### src/verilog/mmu_dispatch_pkg.sv
/*
 * Shared widths, encodings and the page-count size rule for the page allocator dispatcher.
 * Imported by the dispatcher modules and the testbench.
 */
`default_nettype none

package mmu_dispatch_pkg;

    localparam int req_id_width     = 8;
    localparam int page_idx_width   = 16;
    localparam int page_count_width = 4;   // counts 0..15 can arrive
    localparam int fifo_count_width = 7;
    localparam int max_page_count   = 8;

    // block size class a valid request is rounded up to
    typedef enum logic [1:0] {
        size_512,
        size_1k,
        size_2k,
        size_4k
    } size_class_t;

    // same codes on the alloc and free response channels
    typedef enum logic [1:0] {
        fail_none,
        fail_zero,
        fail_over_4kb
    } fail_reason_t;

    typedef enum logic [3:0] {
        st_idle,
        st_free_fetch,
        st_free_check,
        st_free_settle,
        st_alloc_fetch,
        st_alloc_check,
        st_alloc_retry,
        st_alloc_settle,
        st_spin_1,
        st_spin_2
    } dispatch_state_t;

    function automatic size_class_t classify_page_count(
        input logic [page_count_width-1:0] count
    );
        size_class_t cls;
        case (count)
            1:       cls = size_512;
            2:       cls = size_1k;
            3, 4:    cls = size_2k;
            default: cls = size_4k;   // 5..8, bad counts never reach a request
        endcase
        return cls;
    endfunction

endpackage

`default_nettype wire

### src/verilog/alloc_lane.sv
/*
 * Allocation lane. Checks the popped alloc request on the check cycle and registers
 * either the fdt request or a fail response. Issue can be held for a mode switch or retried.
 */
`timescale 1ns/100ps
`default_nettype none

module alloc_lane import mmu_dispatch_pkg::*; (
    input  logic                        clk,
    input  logic                        rst_n,
    input  logic [req_id_width-1:0]     req_id,
    input  logic [page_count_width-1:0] page_count,
    input  logic                        check_strobe,
    input  logic                        hold_issue,
    input  logic                        release_issue,
    input  logic                        retry_strobe,
    output logic                        req_invalid,
    output logic                        req_valid,
    output logic [req_id_width-1:0]     req_id_out,
    output size_class_t                 req_size,
    output logic [page_count_width-1:0] req_origin_size,
    output logic                        rsp_write_en,
    output logic [req_id_width-1:0]     rsp_id,
    output logic                        rsp_fail,
    output fail_reason_t                rsp_fail_reason,
    output logic [page_count_width-1:0] rsp_origin_size
);

    logic accept;   // good request on the check cycle
    logic reject;

    // only meaningful while the fifo head is being checked
    assign req_invalid = (page_count == '0)
                      || (page_count > page_count_width'(max_page_count));
    assign accept = check_strobe && !req_invalid;
    assign reject = check_strobe && req_invalid;

    always_ff @(posedge clk or negedge rst_n) begin
        if (!rst_n) begin
            req_valid    <= 1'b0;
            rsp_write_en <= 1'b0;
            rsp_fail     <= 1'b0;
        end else begin
            // release and retry only come for a good held request
            req_valid    <= (accept && !hold_issue) || release_issue || retry_strobe;
            rsp_write_en <= reject;
            rsp_fail     <= reject;
        end
    end

    // fdt request fields stay put so a retry re-sends the same request
    always_ff @(posedge clk) begin
        if (accept) begin
            req_id_out      <= req_id;
            req_size        <= classify_page_count(page_count);
            req_origin_size <= page_count;
        end
        if (reject) begin
            rsp_id          <= req_id;
            rsp_fail_reason <= (page_count == '0) ? fail_zero : fail_over_4kb;
            rsp_origin_size <= page_count;
        end
    end

endmodule

`default_nettype wire

### src/verilog/free_lane.sv
/*
 * Free lane. Checks the popped free request on the check cycle and registers either
 * the or-tree request, page index included, or a fail response.
 */
`timescale 1ns/100ps
`default_nettype none

module free_lane import mmu_dispatch_pkg::*; (
    input  logic                        clk,
    input  logic                        rst_n,
    input  logic [req_id_width-1:0]     req_id,
    input  logic [page_idx_width-1:0]   page_idx,
    input  logic [page_count_width-1:0] page_count,
    input  logic                        check_strobe,
    input  logic                        hold_issue,
    input  logic                        release_issue,
    output logic                        req_invalid,
    output logic                        req_valid,
    output logic [req_id_width-1:0]     req_id_out,
    output logic [page_idx_width-1:0]   req_page_idx_out,
    output size_class_t                 req_size,
    output logic [page_count_width-1:0] req_origin_size,
    output logic                        rsp_write_en,
    output logic [req_id_width-1:0]     rsp_id,
    output logic                        rsp_fail,
    output fail_reason_t                rsp_fail_reason,
    output logic [page_count_width-1:0] rsp_origin_size
);

    logic accept;
    logic reject;

    assign req_invalid = (page_count == '0)
                      || (page_count > page_count_width'(max_page_count));
    assign accept = check_strobe && !req_invalid;
    assign reject = check_strobe && req_invalid;

    always_ff @(posedge clk or negedge rst_n) begin
        if (!rst_n) begin
            req_valid    <= 1'b0;
            rsp_write_en <= 1'b0;
            rsp_fail     <= 1'b0;
        end else begin
            req_valid    <= (accept && !hold_issue) || release_issue;
            rsp_write_en <= reject;   // one-cycle fail response
            rsp_fail     <= reject;
        end
    end

    always_ff @(posedge clk) begin
        if (accept) begin
            req_id_out       <= req_id;
            req_page_idx_out <= page_idx;   // page being returned
            req_size         <= classify_page_count(page_count);
            req_origin_size  <= page_count;
        end
        if (reject) begin
            rsp_id          <= req_id;
            rsp_fail_reason <= (page_count == '0) ? fail_zero : fail_over_4kb;
            rsp_origin_size <= page_count;
        end
    end

endmodule

`default_nettype wire

### src/verilog/dispatch_fsm.sv
/*
 * Dispatch FSM. Picks alloc or free service, pops the request FIFOs and times the
 * check, hold, release and retry strobes to the two lanes.
 */
`timescale 1ns/100ps
`default_nettype none

module dispatch_fsm import mmu_dispatch_pkg::*; #(
    parameter int free_threshold = 64,
    parameter int settle_cycles  = 7
) (
    input  logic                        clk,
    input  logic                        rst_n,
    input  logic                        alloc_fifo_empty,
    input  logic                        free_fifo_empty,
    input  logic [fifo_count_width-1:0] free_fifo_count,
    input  logic                        fdt_blocked,
    input  logic                        alloc_rsp_almost_full,
    input  logic                        free_rsp_almost_full,
    input  logic                        alloc_invalid,
    input  logic                        free_invalid,
    output logic                        alloc_req_pop,
    output logic                        free_req_pop,
    output logic                        alloc_check,
    output logic                        free_check,
    output logic                        alloc_hold,
    output logic                        free_hold,
    output logic                        alloc_release,
    output logic                        free_release,
    output logic                        alloc_retry
);

    localparam int cnt_width = $clog2(settle_cycles + 1);

    typedef enum logic [1:0] {
        mode_none,
        mode_alloc,
        mode_free
    } mode_t;

    dispatch_state_t      state, state_next;
    mode_t                last_mode, last_mode_next;
    logic                 to_free, to_free_next;     // switch toward free pending
    logic                 to_alloc, to_alloc_next;   // switch back to alloc pending
    logic [cnt_width-1:0] settle_cnt, settle_cnt_next;
    logic                 alloc_bad, alloc_bad_next; // held alloc request is unusable
    logic                 free_bad, free_bad_next;
    logic                 alloc_stalled;
    logic                 alloc_possible;
    logic                 free_possible;
    logic                 free_backlog;
    logic                 no_work;
    logic                 settle_done;

    assign alloc_stalled  = fdt_blocked || alloc_fifo_empty || alloc_rsp_almost_full;
    assign alloc_possible = (!alloc_fifo_empty || fdt_blocked) && !alloc_rsp_almost_full;
    assign free_possible  = !free_fifo_empty && !free_rsp_almost_full;
    assign free_backlog   = free_fifo_count >= fifo_count_width'(free_threshold);
    assign no_work        = alloc_fifo_empty && !fdt_blocked && free_fifo_empty;
    assign settle_done    = settle_cnt == cnt_width'(settle_cycles - 1);

    assign alloc_req_pop = (state == st_alloc_fetch) && !alloc_stalled;
    assign free_req_pop  = state == st_free_fetch;   // idle already checked free work
    assign alloc_check   = state == st_alloc_check;
    assign free_check    = state == st_free_check;
    assign alloc_hold    = to_alloc;
    assign free_hold     = to_free;
    // release on the last settle cycle so valid lands settle_cycles+1 after check
    assign alloc_release = (state == st_alloc_settle) && settle_done && !alloc_bad;
    assign free_release  = (state == st_free_settle) && settle_done && !free_bad;
    assign alloc_retry   = (state == st_alloc_retry) && fdt_blocked && !to_alloc && !alloc_bad;

    always_comb begin
        state_next      = state;
        last_mode_next  = last_mode;
        to_free_next    = 1'b0;
        to_alloc_next   = 1'b0;
        settle_cnt_next = '0;
        alloc_bad_next  = alloc_bad;
        free_bad_next   = free_bad;

        case (state)
            st_idle: begin
                if (no_work || (alloc_rsp_almost_full && free_rsp_almost_full)) begin
                    state_next = st_spin_1;
                end else if (last_mode == mode_alloc) begin
                    if ((free_backlog && !free_rsp_almost_full)
                        || (alloc_stalled && free_possible)) begin
                        to_free_next = 1'b1;
                        state_next   = st_free_fetch;
                    end else begin
                        state_next = st_alloc_fetch;
                    end
                end else if (last_mode == mode_free) begin
                    if (free_fifo_empty || free_rsp_almost_full) begin
                        to_alloc_next = 1'b1;
                        state_next    = st_alloc_fetch;
                    end else begin
                        state_next = st_free_fetch;
                    end
                end else if (alloc_possible) begin
                    state_next = st_alloc_fetch;   // fresh start prefers alloc
                end else if (free_possible) begin
                    state_next = st_free_fetch;
                end else begin
                    state_next = st_spin_1;
                end
            end
            st_free_fetch: begin
                last_mode_next = mode_free;
                to_free_next   = to_free;
                state_next     = st_free_check;
            end
            st_free_check: begin
                free_bad_next = free_invalid;   // lane result on the head entry
                state_next    = to_free ? st_free_settle : st_idle;
            end
            st_free_settle: begin
                if (settle_done) begin
                    state_next = st_idle;
                end else begin
                    settle_cnt_next = settle_cnt + 1'b1;
                end
            end
            st_alloc_fetch: begin
                last_mode_next = mode_alloc;
                to_alloc_next  = to_alloc;
                state_next     = alloc_stalled ? st_alloc_retry : st_alloc_check;
            end
            st_alloc_check: begin
                alloc_bad_next = alloc_invalid;
                state_next     = to_alloc ? st_alloc_settle : st_idle;
            end
            st_alloc_retry: begin
                // a blocked fdt after a switch still waits out the settle time
                if (fdt_blocked && to_alloc) begin
                    state_next = st_alloc_settle;
                end else begin
                    state_next = st_idle;
                end
            end
            st_alloc_settle: begin
                if (settle_done) begin
                    state_next = st_idle;
                end else begin
                    settle_cnt_next = settle_cnt + 1'b1;
                end
            end
            st_spin_1: state_next = st_spin_2;
            st_spin_2: state_next = st_idle;
            default:   state_next = st_idle;
        endcase
    end

    always_ff @(posedge clk or negedge rst_n) begin
        if (!rst_n) begin
            state      <= st_idle;
            last_mode  <= mode_none;
            to_free    <= 1'b0;
            to_alloc   <= 1'b0;
            settle_cnt <= '0;
            alloc_bad  <= 1'b1;   // nothing held yet
            free_bad   <= 1'b1;
        end else begin
            state      <= state_next;
            last_mode  <= last_mode_next;
            to_free    <= to_free_next;
            to_alloc   <= to_alloc_next;
            settle_cnt <= settle_cnt_next;
            alloc_bad  <= alloc_bad_next;
            free_bad   <= free_bad_next;
        end
    end

endmodule

`default_nettype wire

### src/verilog/mmu_dispatcher.sv
/*
 * Page allocator request dispatcher top level. Connects the alloc and free lanes
 * to the dispatch FSM and hands the FSM its threshold and settle parameters.
 */
`timescale 1ns/100ps
`default_nettype none

module mmu_dispatcher import mmu_dispatch_pkg::*; #(
    parameter int free_threshold = 64,
    parameter int settle_cycles  = 7
) (
    input  logic                        clk,
    input  logic                        rst_n,
    // alloc request fifo
    output logic                        alloc_req_pop,
    input  logic [req_id_width-1:0]     alloc_req_id,
    input  logic [page_count_width-1:0] alloc_req_page_count,
    input  logic                        alloc_fifo_empty,
    // free request fifo
    output logic                        free_req_pop,
    input  logic [req_id_width-1:0]     free_req_id,
    input  logic [page_idx_width-1:0]   free_req_page_idx,
    input  logic [page_count_width-1:0] free_req_page_count,
    input  logic                        free_fifo_empty,
    input  logic [fifo_count_width-1:0] free_fifo_count,
    // fdt
    output logic                        alloc_req_valid,
    output logic [req_id_width-1:0]     alloc_req_id_out,
    output size_class_t                 alloc_req_size,
    output logic [page_count_width-1:0] alloc_req_origin_size,
    input  logic                        fdt_blocked,
    // or-tree
    output logic                        free_req_valid,
    output logic [req_id_width-1:0]     free_req_id_out,
    output logic [page_idx_width-1:0]   free_req_page_idx_out,
    output size_class_t                 free_req_size,
    output logic [page_count_width-1:0] free_req_origin_size,
    // alloc response fifo
    output logic                        alloc_rsp_write_en,
    output logic [req_id_width-1:0]     alloc_rsp_id,
    output logic                        alloc_rsp_fail,
    output fail_reason_t                alloc_rsp_fail_reason,
    output logic [page_count_width-1:0] alloc_rsp_origin_size,
    input  logic                        alloc_rsp_almost_full,
    // free response fifo
    output logic                        free_rsp_write_en,
    output logic [req_id_width-1:0]     free_rsp_id,
    output logic                        free_rsp_fail,
    output fail_reason_t                free_rsp_fail_reason,
    output logic [page_count_width-1:0] free_rsp_origin_size,
    input  logic                        free_rsp_almost_full
);

    logic alloc_invalid, free_invalid;
    logic alloc_check, free_check;
    logic alloc_hold, free_hold;
    logic alloc_release, free_release;
    logic alloc_retry;

    alloc_lane u_alloc_lane (
        .clk(clk), .rst_n(rst_n),
        .req_id(alloc_req_id), .page_count(alloc_req_page_count),
        .check_strobe(alloc_check), .hold_issue(alloc_hold),
        .release_issue(alloc_release), .retry_strobe(alloc_retry),
        .req_invalid(alloc_invalid),
        .req_valid(alloc_req_valid), .req_id_out(alloc_req_id_out),
        .req_size(alloc_req_size), .req_origin_size(alloc_req_origin_size),
        .rsp_write_en(alloc_rsp_write_en), .rsp_id(alloc_rsp_id),
        .rsp_fail(alloc_rsp_fail), .rsp_fail_reason(alloc_rsp_fail_reason),
        .rsp_origin_size(alloc_rsp_origin_size)
    );

    free_lane u_free_lane (
        .clk(clk), .rst_n(rst_n),
        .req_id(free_req_id), .page_idx(free_req_page_idx),
        .page_count(free_req_page_count),
        .check_strobe(free_check), .hold_issue(free_hold), .release_issue(free_release),
        .req_invalid(free_invalid),
        .req_valid(free_req_valid), .req_id_out(free_req_id_out),
        .req_page_idx_out(free_req_page_idx_out),
        .req_size(free_req_size), .req_origin_size(free_req_origin_size),
        .rsp_write_en(free_rsp_write_en), .rsp_id(free_rsp_id),
        .rsp_fail(free_rsp_fail), .rsp_fail_reason(free_rsp_fail_reason),
        .rsp_origin_size(free_rsp_origin_size)
    );

    dispatch_fsm #(
        .free_threshold(free_threshold),
        .settle_cycles (settle_cycles)
    ) u_fsm (
        .clk(clk), .rst_n(rst_n),
        .alloc_fifo_empty(alloc_fifo_empty), .free_fifo_empty(free_fifo_empty),
        .free_fifo_count(free_fifo_count), .fdt_blocked(fdt_blocked),
        .alloc_rsp_almost_full(alloc_rsp_almost_full),
        .free_rsp_almost_full(free_rsp_almost_full),
        .alloc_invalid(alloc_invalid), .free_invalid(free_invalid),
        .alloc_req_pop(alloc_req_pop), .free_req_pop(free_req_pop),
        .alloc_check(alloc_check), .free_check(free_check),
        .alloc_hold(alloc_hold), .free_hold(free_hold),
        .alloc_release(alloc_release), .free_release(free_release),
        .alloc_retry(alloc_retry)
    );

endmodule

`default_nettype wire

### config.mk
export PLATFORM = sky130hd
export DESIGN_NAME = mmu_dispatcher
export DESIGN_NICKNAME = d
export VERILOG_FILES = /design/src/verilog/mmu_dispatch_pkg.sv /design/src/verilog/alloc_lane.sv /design/src/verilog/free_lane.sv /design/src/verilog/dispatch_fsm.sv /design/src/verilog/mmu_dispatcher.sv
export SDC_FILE = /design/constraint.sdc
export NUM_CORES = 1
export LEC_CHECK = 0
export BUFFER_PORTS_ARGS = -buffer_cell sky130_fd_sc_hd__buf_4
export CAP_MARGIN = 20
export CORE_UTILIZATION = 35
export DETAILED_ROUTE_END_ITERATION = 6
export PLACE_DENSITY = 0.69
export SLEW_MARGIN = 30
export SYNTH_ARGS = -nofsm -noshare
export SYNTH_HDL_FRONTEND = slang
export SYNTH_SLANG_ARGS = --single-unit
### constraint.sdc
create_clock -name clk -period 6.69 [get_ports clk]
set_input_delay 1.338 -clock clk [delete_from_list [all_inputs] [get_ports clk]]
set_output_delay 1.338 -clock clk [all_outputs]
set_load 0.05 [all_outputs]
# After elaboration in Yosys (flattened, before gate mapping)
# Index checks and enable logic that the tools add are counted.
[op_classes]
n_reduce_logical = 52
muxes = 29
eq_ne = 20
n_addsub = 1
order_cmp = 3
[ops]
columns = ["op", "n"]
rows = [
  ["one-hot mux 4 bit (8 select lines)", 1],
  ["equality test 4 x 2 -> 1 bit, second input constant", 6],
  ["equality test 4 x 3 -> 1 bit, second input constant", 6],
  ["two-way mux 4 bit", 6],
  ["logical AND 1 bit", 22],
  ["two-way mux 3 bit", 6],
  ["equality test 4 x 1 -> 1 bit, second input constant", 3],
  ["logical NOT 1 bit", 12],
  ["logical NOT 4 bit", 3],
  ["one-hot mux 2 bit (3 select lines)", 2],
  ["logical OR 1 bit", 11],
  ["> comparator 4 bit, second input constant", 2],
  ["two-way mux 2 bit", 4],
  [">= comparator 7 bit, second input constant", 1],
  ["two-way mux 1 bit", 7],
  ["OR reduction 2 bit", 3],
  ["equality test 4 bit, second input constant", 1],
  ["one-hot mux 1 bit (2 select lines)", 2],
  ["one-hot mux 2 bit (2 select lines)", 1],
  ["adder 3 x 1 -> 3 bit, second input constant", 1],
  ["equality test 3 bit, second input constant", 1],
  ["equality test 2 x 1 -> 1 bit, second input constant", 1],
  ["equality test 2 bit, second input constant", 1],
  ["!= test 2 x 1 -> 1 bit, second input constant", 1],
  ["nonzero test 2 bit", 1],
]
[totals]
register_bits = 89
in_bits = 54

# Depth between registers and ports, before layout
[depth]
depth_word = 8
ltp_mapped = 6

# By module
# A second synthesis with hierarchy kept.
[unflattened]
hier_cells = 203
area_unflattened_um2 = 3354.5
[modules_own_cells]
columns = ["mod", "area_per_inst_um2", "cells_per_inst", "n_inst", "seq_area_each_um2"]
rows = [
  ["free_lane", 1473.9, 61, 1, 1371.3],
  ["alloc_lane", 992.2, 45, 1, 890.9],
  ["dispatch_fsm", 888.4, 97, 1, 327.8],
]

# Worst setup path after synthesis
# OpenSTA, ideal clock, no wires.
[synth_timing]
kind = "input to output"
startpoint = "input fdt_blocked"
endpoint = "output alloc_req_pop"
path_slack_ps = 2079
arrival_ps = 3273
n_path_buf = 0
stages = 2
required_ps = 5352
cell_sequence = "or3_1 nor4_1"
[synth_via]
elab_chain_len = 4
[synth_rtl]
columns = ["element", "line_no", "rtl"]
rows = [
  ["start, declared", "mmu_dispatcher.sv:31", "input logic fdt_blocked,"],
  ["logical OR 1 bit (2 in series)", "dispatch_fsm.sv:55", "assign alloc_stalled = fdt_blocked || alloc_fifo_empty || alloc_rsp_almost_full;"],
  ["logical NOT 1 bit", "dispatch_fsm.sv:62", "assign alloc_req_pop = (state == st_alloc_fetch) && !alloc_stalled;"],
  ["logical AND 1 bit", "dispatch_fsm.sv:62", ""],
  ["end, declared", "mmu_dispatcher.sv:15", "output logic alloc_req_pop,"],
]
# No other way between the ends.

# Final worst setup path
# Same ends and word-level chain as after synthesis.

==> metrics.cfg <==
[status]
status=finished, violations left
failed_checks=DRC

[layout]
fin_nets=377
layout-drive-gt1-share=0.470
finalNonFillerCells=436
antenna-diode-count=0
fillerInstances=741
final_area_um2=4490
area_growth_pct=39.7

[detailed_routing]
drcViolationCount=36
dr_total_vias=2100
avgViaCountPerCell=4.82
first_iter_violations=138
postRouteAntennaNets=0
drt-total-wl_um=6730
first_pass_iters=6
wire_per_inst_um=15.4

[synthesis]
synth_cell_types=44
synth_edf_count=72
yosys.area.top_type=edfxtp_1
synth.area.top_cells=edfxtp_1, dfrtp_1, nor2_1
yosysMostFrequentCell=edfxtp_1
synth-seq-cells=89
avgSynthCellArea_um2=17.0
synth_top_area_share=0.673
synth_nets=243
synthFlopType=edfxtp_1
yosysSeqAreaShare=0.806
async_reset_ff_frac=0.191
synth_common_cells=edfxtp_1, nor2_1, dfrtp_1
yosys_warnings=0
syn_area_um2=3210
synth_cells=189

[global_route]
grt_max_degree=31
gr-usage-all-layers=0.145
grt_pass1_wl_um=10600
gr-total-overflow=0
first_global_vias=2081
antenna_found_initial=0

[floorplanning]
rows=34
die_h_um=97.8
fp.coreArea_um2=8810
die-area_um2=9570
die-width_um=97.8
ios=134
initial_core_util=0.365

[timing]
finalMaxSlewViolations=0
holdWs_ns=0.499
skew_ns=0.00845
setup_viol=0
rsz0062_at_grt=no
tightest_slew_ns=0.691
final-hold-violation-count=0
max-slew-margin-rel=0.535
fin_crit_ns=3.72
tns_ns=0
max_freq_mhz=268
fin_crit_sh=0.557

[clock_tree]
post-cts-setup-buffers=0
clk_pin_slew_ns=0.08
clk_latency_ns=0.35
root_buffer=clkbuf_8
cts_resized=0
cts_htree_levels=3
cts_hold_buffers=0
cts_sinks=89
cts_buffers=9
ctsLongestPathBuffers=2
cts_tree=yes

[placement]
placed_area_um2=4290
place_inst=420
port_buffers=127
hpwl_um=4920
gp_congestion=0.828

[setup_path]
crit_required_ns=5.35
rr_worst_depth=3
crit_chain=buf_4 > or3_1 > nor4_1 > buf_4
cp_top_family=simple AND/OR/NAND/NOR gates
rrSetupSlack_ns=4.38
critical_path_arrival_ns=2.39
cp_slowest_cell=or3_1
crit_cells=4
worstPathMaxFanout=4
start_kind=input pin
endpoint_kind=output pin
crit_buf_inv=2
crit_path_frequent_cell=buf_4
path_class=in2out
max_stage_delay_ns=0.43

[power]
power_mw=1.46
power_density_nw_per_um2=326
cellLeakagePower_nw=1.81
ir_worst_vdd_mv=0.127

[min_path]
hold_depth=1
hp-class=reg2reg

[job]
max-cap-violations=0

-- sequential cells by signal, summed over array words and instances, names as in the netlist, 3 cells and up --
register and count:
u_alloc_lane.req_id_out 8, u_alloc_lane.req_origin_size 4, u_alloc_lane.rsp_id 8, u_alloc_lane.rsp_origin_size 4, u_free_lane.req_id_out 8, u_free_lane.req_origin_size 4
u_free_lane.req_page_idx_out 16, u_free_lane.rsp_id 8, u_free_lane.rsp_origin_size 4, u_fsm.settle_cnt 3, u_fsm.state 4
-- stage by stage --
stage / setup slack, ns / util
6_report: 2.97 / 0.510
5_1_grt: 2.82 / 0.510
3_5_place_dp: 2.98 / 0.487
4_1_cts: 2.96 / 0.510
2_1_floorplan: 2.08 / -
3_3_place_gp: 2.97 / 0.487
-- worst reg2reg max path: stages (launching register included) --
cell	delay, ns
dfrtp_1	0.52
nor4b_1	0.68
nand2_1	0.21
inv_2	0.52
-- worst paths after layout --
path,from,end
min,u_fsm.alloc_hold,u_alloc_lane.req_valid
min in group asynchronous,rst_n,u_fsm.state[3]
min reg2reg,u_fsm.alloc_hold,u_alloc_lane.req_valid
max reg2reg,u_fsm.state[2],u_free_lane.req_page_idx_out[4]
max in group asynchronous,rst_n,u_fsm.alloc_bad
max,fdt_blocked,alloc_req_pop
-- logic make-up (layout without fill, tap and decap cells) --
family,count (synthesis),in the layout,synth area share
DFF,89,89,0.806
AOI/OAI and AO/OA,26,26,0.0600
buffers and inverters,12,151,0.0187
and+or+nand+nor,55,55,0.0942
xor gates and xnor gates,3,3,0.00818
muxes,4,4,0.0129
-- layout by cell type, fill, tap and decap left out, types with 2 or more instances in the layout --
cell | Yosys | routed
o21ai_0 | 4 | 4
nor4_1 | 3 | 2
clkinv_4 | 0 | 2
inv_1 | 6 | 5
a221o_1 | 2 | 2
o22ai_1 | 2 | 2
dfrtp_1 | 15 | 15
mux2i_1 | 3 | 3
edfxtp_1 | 72 | 72
nand2b_1 | 2 | 2
nor2_1 | 17 | 17
dfstp_2 | 2 | 2
and3_1 | 2 | 2
clkbuf_8 | 0 | 9
buf_4 | 2 | 129
o21a_1 | 3 | 3
or3_1 | 3 | 3
nor3_1 | 5 | 5
xnor2_1 | 2 | 2
or2_2 | 2 | 2
o31a_1 | 2 | 2
a21oi_1 | 3 | 3
a211o_1 | 2 | 2
nor2b_1 | 3 | 3
nand3b_1 | 2 | 2
nand2_1 | 8 | 8
-- where the power goes --
part	internal, mW	switching, mW
sequential	0.674	0.0528
clock	0.177	0.193
combinational	0.125	0.241
total	0.976	0.487
-- layer usage --
metal	part of all wire	vias to the layer above	wire, um	global-route usage
met3	0.090	10	604	0.0544
met4	0.017	0	113	0.0583
met1	0.40	1005	2670	0.164
met2	0.50	97	3340	0.249
li1	-	988	-	-
met5	0	-	0	0
-- cell type report --
class	instances	area, um^2	share of cell area
flip-flops and latches	89	2590	0.577
repair buffers	129	968	0.216
multi-input cells	88	569	0.127
well taps	108	135	0.0301
clock buffers	9	124	0.0276
clock inverters	7	78.8	0.0176
inverters	6	22.5	0.00502
Power figures use the tool's default switching activity.
